<file path="config.mk">
export PLATFORM = sky130hd
export DESIGN_NAME = mem_read_top
export DESIGN_NICKNAME = d
export VERILOG_FILES = /design/src/rtl/axi_pkg.sv /design/src/rtl/read_arbiter.sv /design/src/rtl/axi_read_master.sv /design/src/rtl/mem_read_top.sv
export VERILOG_INCLUDE_DIRS = /design/src /design/src/rtl
export SDC_FILE = /design/constraint.sdc
export NUM_CORES = 1
export LEC_CHECK = 0
export ABC_AREA = 1
export BUFFER_PORTS_ARGS = -buffer_cell sky130_fd_sc_hd__buf_2
export CAP_MARGIN = 20
export CORE_AREA = 2 2 170 172
export CTS_CLUSTER_DIAMETER = 120
export DETAILED_ROUTE_END_ITERATION = 16
export DIE_AREA = 0 0 172 174
export PLACE_DENSITY_LB_ADDON = 0.08
export SYNTH_ARGS = -nofsm -noshare
export SYNTH_HDL_FRONTEND = slang
export SYNTH_SLANG_ARGS = --single-unit
</file>
<file path="constraint.sdc">
create_clock -name clk -period 9.13 [get_ports clk]
set_clock_uncertainty 0.1 [all_clocks]
set_input_delay 2.739 -clock clk [delete_from_list [all_inputs] [get_ports clk]]
set_output_delay 2.739 -clock clk [all_outputs]
set_load 0.01 [all_outputs]
</file>
<file path="src/rtl/axi_cfg.svh">
`ifndef AXI_CFG_SVH
`define AXI_CFG_SVH

// AXI4 read channel widths
`define AXI_ADDR_WIDTH 64
`define AXI_DATA_WIDTH 64
`define AXI_ID_WIDTH 4

// beats = len + 1
`define AXI_LEN_WIDTH 8

`define AXI_SIZE_WIDTH 3
`define AXI_RESP_WIDTH 2

// fixed IDs per requester, 4 bits wide to match AXI_ID_WIDTH
`define IFU_AXI_ID 4'd0
`define LSU_AXI_ID 4'd1

`endif

</file>
<file path="src/rtl/axi_pkg.sv">
package axi_pkg;

	typedef enum logic [1:0] {
		READ_IDLE = 2'b00,
		READ_ADDR = 2'b01,
		READ_DATA = 2'b10
	} read_state_e;

	typedef enum logic {
		OWNER_IFU = 1'b0,
		OWNER_LSU = 1'b1
	} owner_e;

	// request size, 1/2/4/8 bytes
	typedef enum logic [1:0] {
		SIZE_BYTE   = 2'b00,
		SIZE_HALF   = 2'b01,
		SIZE_WORD   = 2'b10,
		SIZE_DOUBLE = 2'b11
	} xfer_size_e;

	typedef enum logic [1:0] {
		RESP_OKAY   = 2'b00,
		RESP_EXOKAY = 2'b01,
		RESP_SLVERR = 2'b10,
		RESP_DECERR = 2'b11
	} resp_e;

endpackage

</file>
<file path="src/rtl/read_arbiter.sv">
`timescale 1ns/1ps
`include "axi_cfg.svh"

module read_arbiter (
	input  logic                         clk,
	input  logic                         reset_n,

	input  logic                         ifu_req_valid_i,
	input  logic [`AXI_ADDR_WIDTH-1:0]   ifu_addr_i,
	input  logic [`AXI_LEN_WIDTH-1:0]    ifu_len_i,
	input  axi_pkg::xfer_size_e          ifu_size_i,
	output logic                         ifu_req_ready_o,
	output logic                         ifu_r_valid_o,
	output logic [`AXI_DATA_WIDTH-1:0]   ifu_r_data_o,
	output axi_pkg::resp_e               ifu_r_resp_o,
	output logic                         ifu_r_last_o,

	input  logic                         lsu_req_valid_i,
	input  logic [`AXI_ADDR_WIDTH-1:0]   lsu_addr_i,
	input  logic [`AXI_LEN_WIDTH-1:0]    lsu_len_i,
	input  axi_pkg::xfer_size_e          lsu_size_i,
	output logic                         lsu_req_ready_o,
	output logic                         lsu_r_valid_o,
	output logic [`AXI_DATA_WIDTH-1:0]   lsu_r_data_o,
	output axi_pkg::resp_e               lsu_r_resp_o,
	output logic                         lsu_r_last_o,

	output logic                         m_ar_valid_o,
	output logic [`AXI_ID_WIDTH-1:0]     m_id_o,
	output logic [`AXI_ADDR_WIDTH-1:0]   m_addr_o,
	output logic [`AXI_LEN_WIDTH-1:0]    m_len_o,
	output axi_pkg::xfer_size_e          m_size_o,
	input  logic                         m_ar_ready_i,
	input  logic                         m_r_valid_i,
	input  logic [`AXI_DATA_WIDTH-1:0]   m_r_data_i,
	input  axi_pkg::resp_e               m_r_resp_i,
	input  logic                         m_r_last_i
);
	import axi_pkg::*;

	// last served requester, which also owns the burst in flight
	owner_e last_owner_q;
	owner_e grant;
	logic   accept;
	logic   ifu_owns;

	always_comb begin
		if (ifu_req_valid_i && lsu_req_valid_i) begin
			grant = (last_owner_q == OWNER_LSU) ? OWNER_IFU : OWNER_LSU;
		end else if (lsu_req_valid_i) begin
			grant = OWNER_LSU;
		end else begin
			grant = OWNER_IFU;
		end
	end

	assign accept = m_ar_valid_o && m_ar_ready_i;

	always_ff @(posedge clk) begin
		if (!reset_n) begin
			last_owner_q <= OWNER_LSU; // ifu wins the first tie
		end else if (accept) begin
			last_owner_q <= grant;
		end
	end

	// request mux toward the master
	assign m_ar_valid_o = ifu_req_valid_i || lsu_req_valid_i;
	assign m_id_o       = (grant == OWNER_IFU) ? `IFU_AXI_ID : `LSU_AXI_ID;
	assign m_addr_o     = (grant == OWNER_IFU) ? ifu_addr_i : lsu_addr_i;
	assign m_len_o      = (grant == OWNER_IFU) ? ifu_len_i : lsu_len_i;
	assign m_size_o     = (grant == OWNER_IFU) ? ifu_size_i : lsu_size_i;

	assign ifu_req_ready_o = m_ar_ready_i && (grant == OWNER_IFU);
	assign lsu_req_ready_o = m_ar_ready_i && (grant == OWNER_LSU);

	// response steering, only valid and last are gated
	assign ifu_owns = (last_owner_q == OWNER_IFU);

	assign ifu_r_valid_o = m_r_valid_i && ifu_owns;
	assign ifu_r_last_o  = m_r_last_i && ifu_owns;
	assign ifu_r_data_o  = m_r_data_i;
	assign ifu_r_resp_o  = m_r_resp_i;

	assign lsu_r_valid_o = m_r_valid_i && !ifu_owns;
	assign lsu_r_last_o  = m_r_last_i && !ifu_owns;
	assign lsu_r_data_o  = m_r_data_i;
	assign lsu_r_resp_o  = m_r_resp_i;

endmodule

</file>
<file path="src/rtl/axi_read_master.sv">
`timescale 1ns/1ps
`include "axi_cfg.svh"

module axi_read_master (
	input  logic                         clk,
	input  logic                         reset_n,

	input  logic                         cpu_ar_valid_i,
	input  logic [`AXI_ID_WIDTH-1:0]     cpu_id_i,
	input  logic [`AXI_ADDR_WIDTH-1:0]   cpu_addr_i,
	input  logic [`AXI_LEN_WIDTH-1:0]    cpu_len_i,
	input  axi_pkg::xfer_size_e          cpu_size_i,
	output logic                         cpu_ar_ready_o,
	output logic                         cpu_r_valid_o,
	output logic [`AXI_DATA_WIDTH-1:0]   cpu_r_data_o,
	output axi_pkg::resp_e               cpu_r_resp_o,
	output logic                         cpu_r_last_o,

	input  logic                         axi_ar_ready_i,
	output logic                         axi_ar_valid_o,
	output logic [`AXI_ID_WIDTH-1:0]     axi_ar_id_o,
	output logic [`AXI_ADDR_WIDTH-1:0]   axi_ar_addr_o,
	output logic [`AXI_LEN_WIDTH-1:0]    axi_ar_len_o,
	output logic [`AXI_SIZE_WIDTH-1:0]   axi_ar_size_o,

	output logic                         axi_r_ready_o,
	input  logic                         axi_r_valid_i,
	input  logic [`AXI_DATA_WIDTH-1:0]   axi_r_data_i,
	input  logic [`AXI_RESP_WIDTH-1:0]   axi_r_resp_i,
	input  logic                         axi_r_last_i
);
	import axi_pkg::*;

	read_state_e                 state_q;
	read_state_e                 state_d;
	logic                        accept;
	logic                        ar_hs;
	logic                        r_hs;
	xfer_size_e                  size_q;
	logic [2:0]                  offset_q; // byte offset inside the 8-byte word
	logic [`AXI_DATA_WIDTH-1:0]  size_mask;
	logic [`AXI_DATA_WIDTH-1:0]  lane_mask;

	assign cpu_ar_ready_o = (state_q == READ_IDLE);
	assign accept         = cpu_ar_valid_i && cpu_ar_ready_o;
	assign ar_hs          = axi_ar_valid_o && axi_ar_ready_i;
	assign axi_r_ready_o  = (state_q == READ_DATA);
	assign r_hs           = axi_r_valid_i && axi_r_ready_o;

	always_comb begin
		state_d = state_q;
		case (state_q)
			READ_IDLE: begin
				if (cpu_ar_valid_i) begin
					state_d = READ_ADDR;
				end
			end
			READ_ADDR: begin
				if (ar_hs) begin
					state_d = READ_DATA;
				end
			end
			READ_DATA: begin
				if (r_hs && axi_r_last_i) begin
					state_d = READ_IDLE;
				end
			end
			default: state_d = READ_IDLE;
		endcase
	end

	always_ff @(posedge clk) begin
		if (!reset_n) begin
			state_q        <= READ_IDLE;
			axi_ar_valid_o <= 1'b0;
		end else begin
			state_q        <= state_d;
			axi_ar_valid_o <= (state_d == READ_ADDR);
		end
	end

	// AR payload, held stable until the next accept
	always_ff @(posedge clk) begin
		if (accept) begin
			axi_ar_id_o   <= cpu_id_i;
			axi_ar_addr_o <= {cpu_addr_i[`AXI_ADDR_WIDTH-1:3], 3'b000};
			axi_ar_len_o  <= cpu_len_i;
			size_q        <= cpu_size_i;
			offset_q      <= cpu_addr_i[2:0];
		end
	end

	assign axi_ar_size_o = {1'b0, size_q}; // 2-bit size widened for AxSIZE

	always_comb begin
		case (size_q)
			SIZE_BYTE:   size_mask = {{(`AXI_DATA_WIDTH-8){1'b0}}, 8'hff};
			SIZE_HALF:   size_mask = {{(`AXI_DATA_WIDTH-16){1'b0}}, 16'hffff};
			SIZE_WORD:   size_mask = {{(`AXI_DATA_WIDTH-32){1'b0}}, 32'hffff_ffff};
			default:     size_mask = {`AXI_DATA_WIDTH{1'b1}};
		endcase
	end

	// bytes stay in their own lane
	assign lane_mask = size_mask << {offset_q, 3'b000};

	always_ff @(posedge clk) begin
		if (!reset_n) begin
			cpu_r_valid_o <= 1'b0;
		end else begin
			cpu_r_valid_o <= r_hs; // one pulse per beat
		end
	end

	always_ff @(posedge clk) begin
		if (r_hs) begin
			cpu_r_data_o <= axi_r_data_i & lane_mask;
			cpu_r_resp_o <= resp_e'(axi_r_resp_i);
			cpu_r_last_o <= axi_r_last_i;
		end
	end

endmodule

</file>
<file path="src/rtl/mem_read_top.sv">
`timescale 1ns/1ps
`include "axi_cfg.svh"

module mem_read_top (
	input  logic                         clk,
	input  logic                         reset_n,

	input  logic                         ifu_req_valid_i,
	input  logic [`AXI_ADDR_WIDTH-1:0]   ifu_addr_i,
	input  logic [`AXI_LEN_WIDTH-1:0]    ifu_len_i,
	input  axi_pkg::xfer_size_e          ifu_size_i,
	output logic                         ifu_req_ready_o,
	output logic                         ifu_r_valid_o,
	output logic [`AXI_DATA_WIDTH-1:0]   ifu_r_data_o,
	output axi_pkg::resp_e               ifu_r_resp_o,
	output logic                         ifu_r_last_o,

	input  logic                         lsu_req_valid_i,
	input  logic [`AXI_ADDR_WIDTH-1:0]   lsu_addr_i,
	input  logic [`AXI_LEN_WIDTH-1:0]    lsu_len_i,
	input  axi_pkg::xfer_size_e          lsu_size_i,
	output logic                         lsu_req_ready_o,
	output logic                         lsu_r_valid_o,
	output logic [`AXI_DATA_WIDTH-1:0]   lsu_r_data_o,
	output axi_pkg::resp_e               lsu_r_resp_o,
	output logic                         lsu_r_last_o,

	input  logic                         axi_ar_ready_i,
	output logic                         axi_ar_valid_o,
	output logic [`AXI_ID_WIDTH-1:0]     axi_ar_id_o,
	output logic [`AXI_ADDR_WIDTH-1:0]   axi_ar_addr_o,
	output logic [`AXI_LEN_WIDTH-1:0]    axi_ar_len_o,
	output logic [`AXI_SIZE_WIDTH-1:0]   axi_ar_size_o,
	output logic                         axi_r_ready_o,
	input  logic                         axi_r_valid_i,
	input  logic [`AXI_DATA_WIDTH-1:0]   axi_r_data_i,
	input  logic [`AXI_RESP_WIDTH-1:0]   axi_r_resp_i,
	input  logic                         axi_r_last_i
);
	import axi_pkg::*;

	// arbiter to master
	logic                        m_ar_valid;
	logic [`AXI_ID_WIDTH-1:0]    m_id;
	logic [`AXI_ADDR_WIDTH-1:0]  m_addr;
	logic [`AXI_LEN_WIDTH-1:0]   m_len;
	xfer_size_e                  m_size;
	logic                        m_ar_ready;
	logic                        m_r_valid;
	logic [`AXI_DATA_WIDTH-1:0]  m_r_data;
	resp_e                       m_r_resp;
	logic                        m_r_last;

	read_arbiter arb_i (
		.clk             (clk),
		.reset_n         (reset_n),
		.ifu_req_valid_i (ifu_req_valid_i),
		.ifu_addr_i      (ifu_addr_i),
		.ifu_len_i       (ifu_len_i),
		.ifu_size_i      (ifu_size_i),
		.ifu_req_ready_o (ifu_req_ready_o),
		.ifu_r_valid_o   (ifu_r_valid_o),
		.ifu_r_data_o    (ifu_r_data_o),
		.ifu_r_resp_o    (ifu_r_resp_o),
		.ifu_r_last_o    (ifu_r_last_o),
		.lsu_req_valid_i (lsu_req_valid_i),
		.lsu_addr_i      (lsu_addr_i),
		.lsu_len_i       (lsu_len_i),
		.lsu_size_i      (lsu_size_i),
		.lsu_req_ready_o (lsu_req_ready_o),
		.lsu_r_valid_o   (lsu_r_valid_o),
		.lsu_r_data_o    (lsu_r_data_o),
		.lsu_r_resp_o    (lsu_r_resp_o),
		.lsu_r_last_o    (lsu_r_last_o),
		.m_ar_valid_o    (m_ar_valid),
		.m_id_o          (m_id),
		.m_addr_o        (m_addr),
		.m_len_o         (m_len),
		.m_size_o        (m_size),
		.m_ar_ready_i    (m_ar_ready),
		.m_r_valid_i     (m_r_valid),
		.m_r_data_i      (m_r_data),
		.m_r_resp_i      (m_r_resp),
		.m_r_last_i      (m_r_last)
	);

	axi_read_master master_i (
		.clk            (clk),
		.reset_n        (reset_n),
		.cpu_ar_valid_i (m_ar_valid),
		.cpu_id_i       (m_id),
		.cpu_addr_i     (m_addr),
		.cpu_len_i      (m_len),
		.cpu_size_i     (m_size),
		.cpu_ar_ready_o (m_ar_ready),
		.cpu_r_valid_o  (m_r_valid),
		.cpu_r_data_o   (m_r_data),
		.cpu_r_resp_o   (m_r_resp),
		.cpu_r_last_o   (m_r_last),
		.axi_ar_ready_i (axi_ar_ready_i),
		.axi_ar_valid_o (axi_ar_valid_o),
		.axi_ar_id_o    (axi_ar_id_o),
		.axi_ar_addr_o  (axi_ar_addr_o),
		.axi_ar_len_o   (axi_ar_len_o),
		.axi_ar_size_o  (axi_ar_size_o),
		.axi_r_ready_o  (axi_r_ready_o),
		.axi_r_valid_i  (axi_r_valid_i),
		.axi_r_data_i   (axi_r_data_i),
		.axi_r_resp_i   (axi_r_resp_i),
		.axi_r_last_i   (axi_r_last_i)
	);

endmodule

</file>
==> impl_metrics.ini <==
[run_status]
status = finished clean

[route]
remaining_drc_errors = 0
wl_met1_mm = 7.31
wl_met2_mm = 10.6
highest_layer = met5
routed_wl_mm = 20.6
wl_met3_mm = 2.46
drt-initial-drc-count = 291
vias = 5353
ant_nets = 0
avgRoutedWirePerCell_um = 14.4
via_per_inst = 3.75
firstDrtPassIters = 4

[clock_network]
clock_path_buffers = 2
post_cts_buffers = 0
clk_pin_slew_worst_paths_ns = 0.07
clk_latency_ns = 0.41
cts_buffers = 17
holdBufCountCts = 0
cts.sinks = 147
cts_tree = done
cts_resized = 0
clockRootBuffer = clkbuf_16
h-tree-depth = 4

[yosys]
syn_area_mm2 = 0.00665
synth_area_leaders = edfxtp_1 64%, nand2_1 14%, buf_4 8.4%, inv_1 4.5%, nor2_1 4.1%
yosysMostFrequentCell = nand2_1
synth_area_per_cell_um2 = 10.2
synth_warnings = 0
synth_top_area_share_pct = 64.2
yosysSeqAreaShare_pct = 65.7
synth_common_cells = 249 x nand2_1, 142 x edfxtp_1, 79 x inv_1
synth_top_cell_by_area = edfxtp_1
ys_ff_latch = 147
synth-main-ff-cell = edfxtp_1
netlist_instances = 654
synth_edf_count = 142
yosysUniqueCellTypes = 13
ys_async_sr_fraction_pct = 0

[global_routing]
grt_max_degree = 76
grt_antenna_before_repair = 4
grt_first_pass_wirelength_mm = 29.6
first_global_vias = 5176
gr-total-overflow = 0
grt_usage_pct = 13.3

[finish]
fin_cells = 1426
finalNetCount = 1247
drive_above_1_share_pct = 45.1
area_growth_pct = 39.4
fillers = 3074

[setup_path]
critPathLaunchType = input port
crit_chain = buf_2, nand2_1, nand2_2, nand2_1, inv_1, buf_2
worstPathRequired_ns = 6.29
cp_max_fo = 25
worstSetupPathType = in -> out
cpPeakStageDelay_ns = 0.40
critPathBufInv = 3
path_delay_family = simple AND/OR/NAND/NOR gates
endpoint_kind = primary output
cp.arrival_ns = 3.60
cp_slowest_cell = nand2_2

[flow_run]
drv_cap = 0

[die]
io_pins = 440
rows = 62
dieHeight_um = 174
core-area_mm2 = 0.0282
die_x_um = 172
start_util_pct = 23.5
die_area_mm2 = 0.0299

[sta]
rsz0062_at_grt = no
max_slew_margin_pct = 38.4
finalHoldViolCount = 0
fmax_mhz = 155
finalMaxSlewViolations = 0
setup_violations = 0
worst_slew_pin_slew_ns = 0.924
fin_crit_ns = 6.44
worst_slack_ns = 2.69
finalCritPeriodShare_pct = 70.5
setup_tns_ns = 0

[placed_design]
post-dp-hpwl_mm = 15.9
numPortBuffers = 432
dp.cells = 1391
post-place-ws_ns = 2.65
gp_congestion = 0.723

[pwr]
leakage_uw = 0.00475
power.density_mw_per_mm2 = 194
vdd_ir_drop_max_uv = 80.0

[worst_hold_path]
hp-class = reg -> reg
## metrics by stage
step           hold slack, ns  total power [µW]  area (µm²)  utilization, %
2_1_floorplan           0.398               968        6670               -
3_3_place_gp            0.394              1090        8650            30.6
3_5_place_dp            0.395              1090        8650            30.6
4_1_cts                 0.417              1830        9260            32.8
5_1_grt                 0.433              1890        9260            32.8
6_report                0.409              1800        9270            32.8
## final cells by class
cell class	instances	area (µm²)	area share, %
multi-input cells	344	1310	14.2
diodes	3	7.51	0.0810
inverters	80	302	3.25
clock inverters	14	176	1.90
repair buffers	436	2190	23.7
well taps	384	480	5.19
clock buffers	18	429	4.63
flip-flops and latches	147	4360	47.1
## worst min-delay path, cell delays in order (launching register included)
cell and delay (ns):
dfxtp_1 0.32, nand3_1 0.08, a21oi_1 0.05
## registers in the layout, summed over array words and instances, names as in the netlist
name	count
master_i.cpu_r_valid_o	1
master_i.cpu_r_resp_o	2
master_i.cpu_r_data_o	64
master_i.offset_q	3
master_i.state_q	2
master_i.axi_ar_addr_o	61
arb_i.last_owner_q	1
master_i.axi_ar_valid_o	1
master_i.axi_ar_len_o	8
master_i.size_q	2
master_i.cpu_r_last_o	1
master_i.axi_ar_id_o	1
## power breakdown
group | switching (µW) | internal, µW | leakage (µW)
clock | 298 | 434 | 0.000289
sequential | 14.8 | 805 | 0.00140
combinational | 153 | 92.3 | 0.00307
total | 466 | 1330 | 0.00475
## routing by layer
metal  track usage, %  up-vias
met1             13.6     2346
met4             3.68        2
met3             6.17       11
li1                 -     2709
met5                0        -
met2             24.2      285
## worst paths after layout
path                                         startpoint                          to  slack (ns)  depth (start not counted)
worst max-delay path                    ifu_req_valid_i             ifu_req_ready_o        2.69                          6
worst min-delay path            master_i.axi_ar_valid_o         master_i.state_q[1]        0.41                          2
worst max register to register      master_i.state_q[1]  master_i.axi_ar_addr_o[56]        6.74                          4
worst min register to register  master_i.axi_ar_valid_o         master_i.state_q[1]        0.41                          2
## cell usage in the layout, fill, tap and decap left out, drive strengths merged
| cell | n |
|---|---|
| buf | 436 |
| nand2 | 249 |
| edfxtp | 142 |
| inv | 83 |
| nor2 | 72 |
| clkbuf | 18 |
| conb | 7 |
| o21ai | 6 |
| nand3 | 6 |
| clkinv | 6 |
| dfxtp | 5 |
| a21oi | 4 |
| diode | 3 |
| bufinv | 3 |
| clkinvlp | 2 |
## cells by family (layout without fill, tap and decap cells)
kind of cell | after synthesis | after routing | synth area share [%]
AOI/OAI and AO/OA | 10 | 10 | 0.753
buffers and inverters | 169 | 548 | 14.9
DFF | 147 | 147 | 65.7
other | 1 | 10 | 0.0564
and+or+nand+nor | 327 | 327 | 18.6
(Power assumes the default switching activity.)
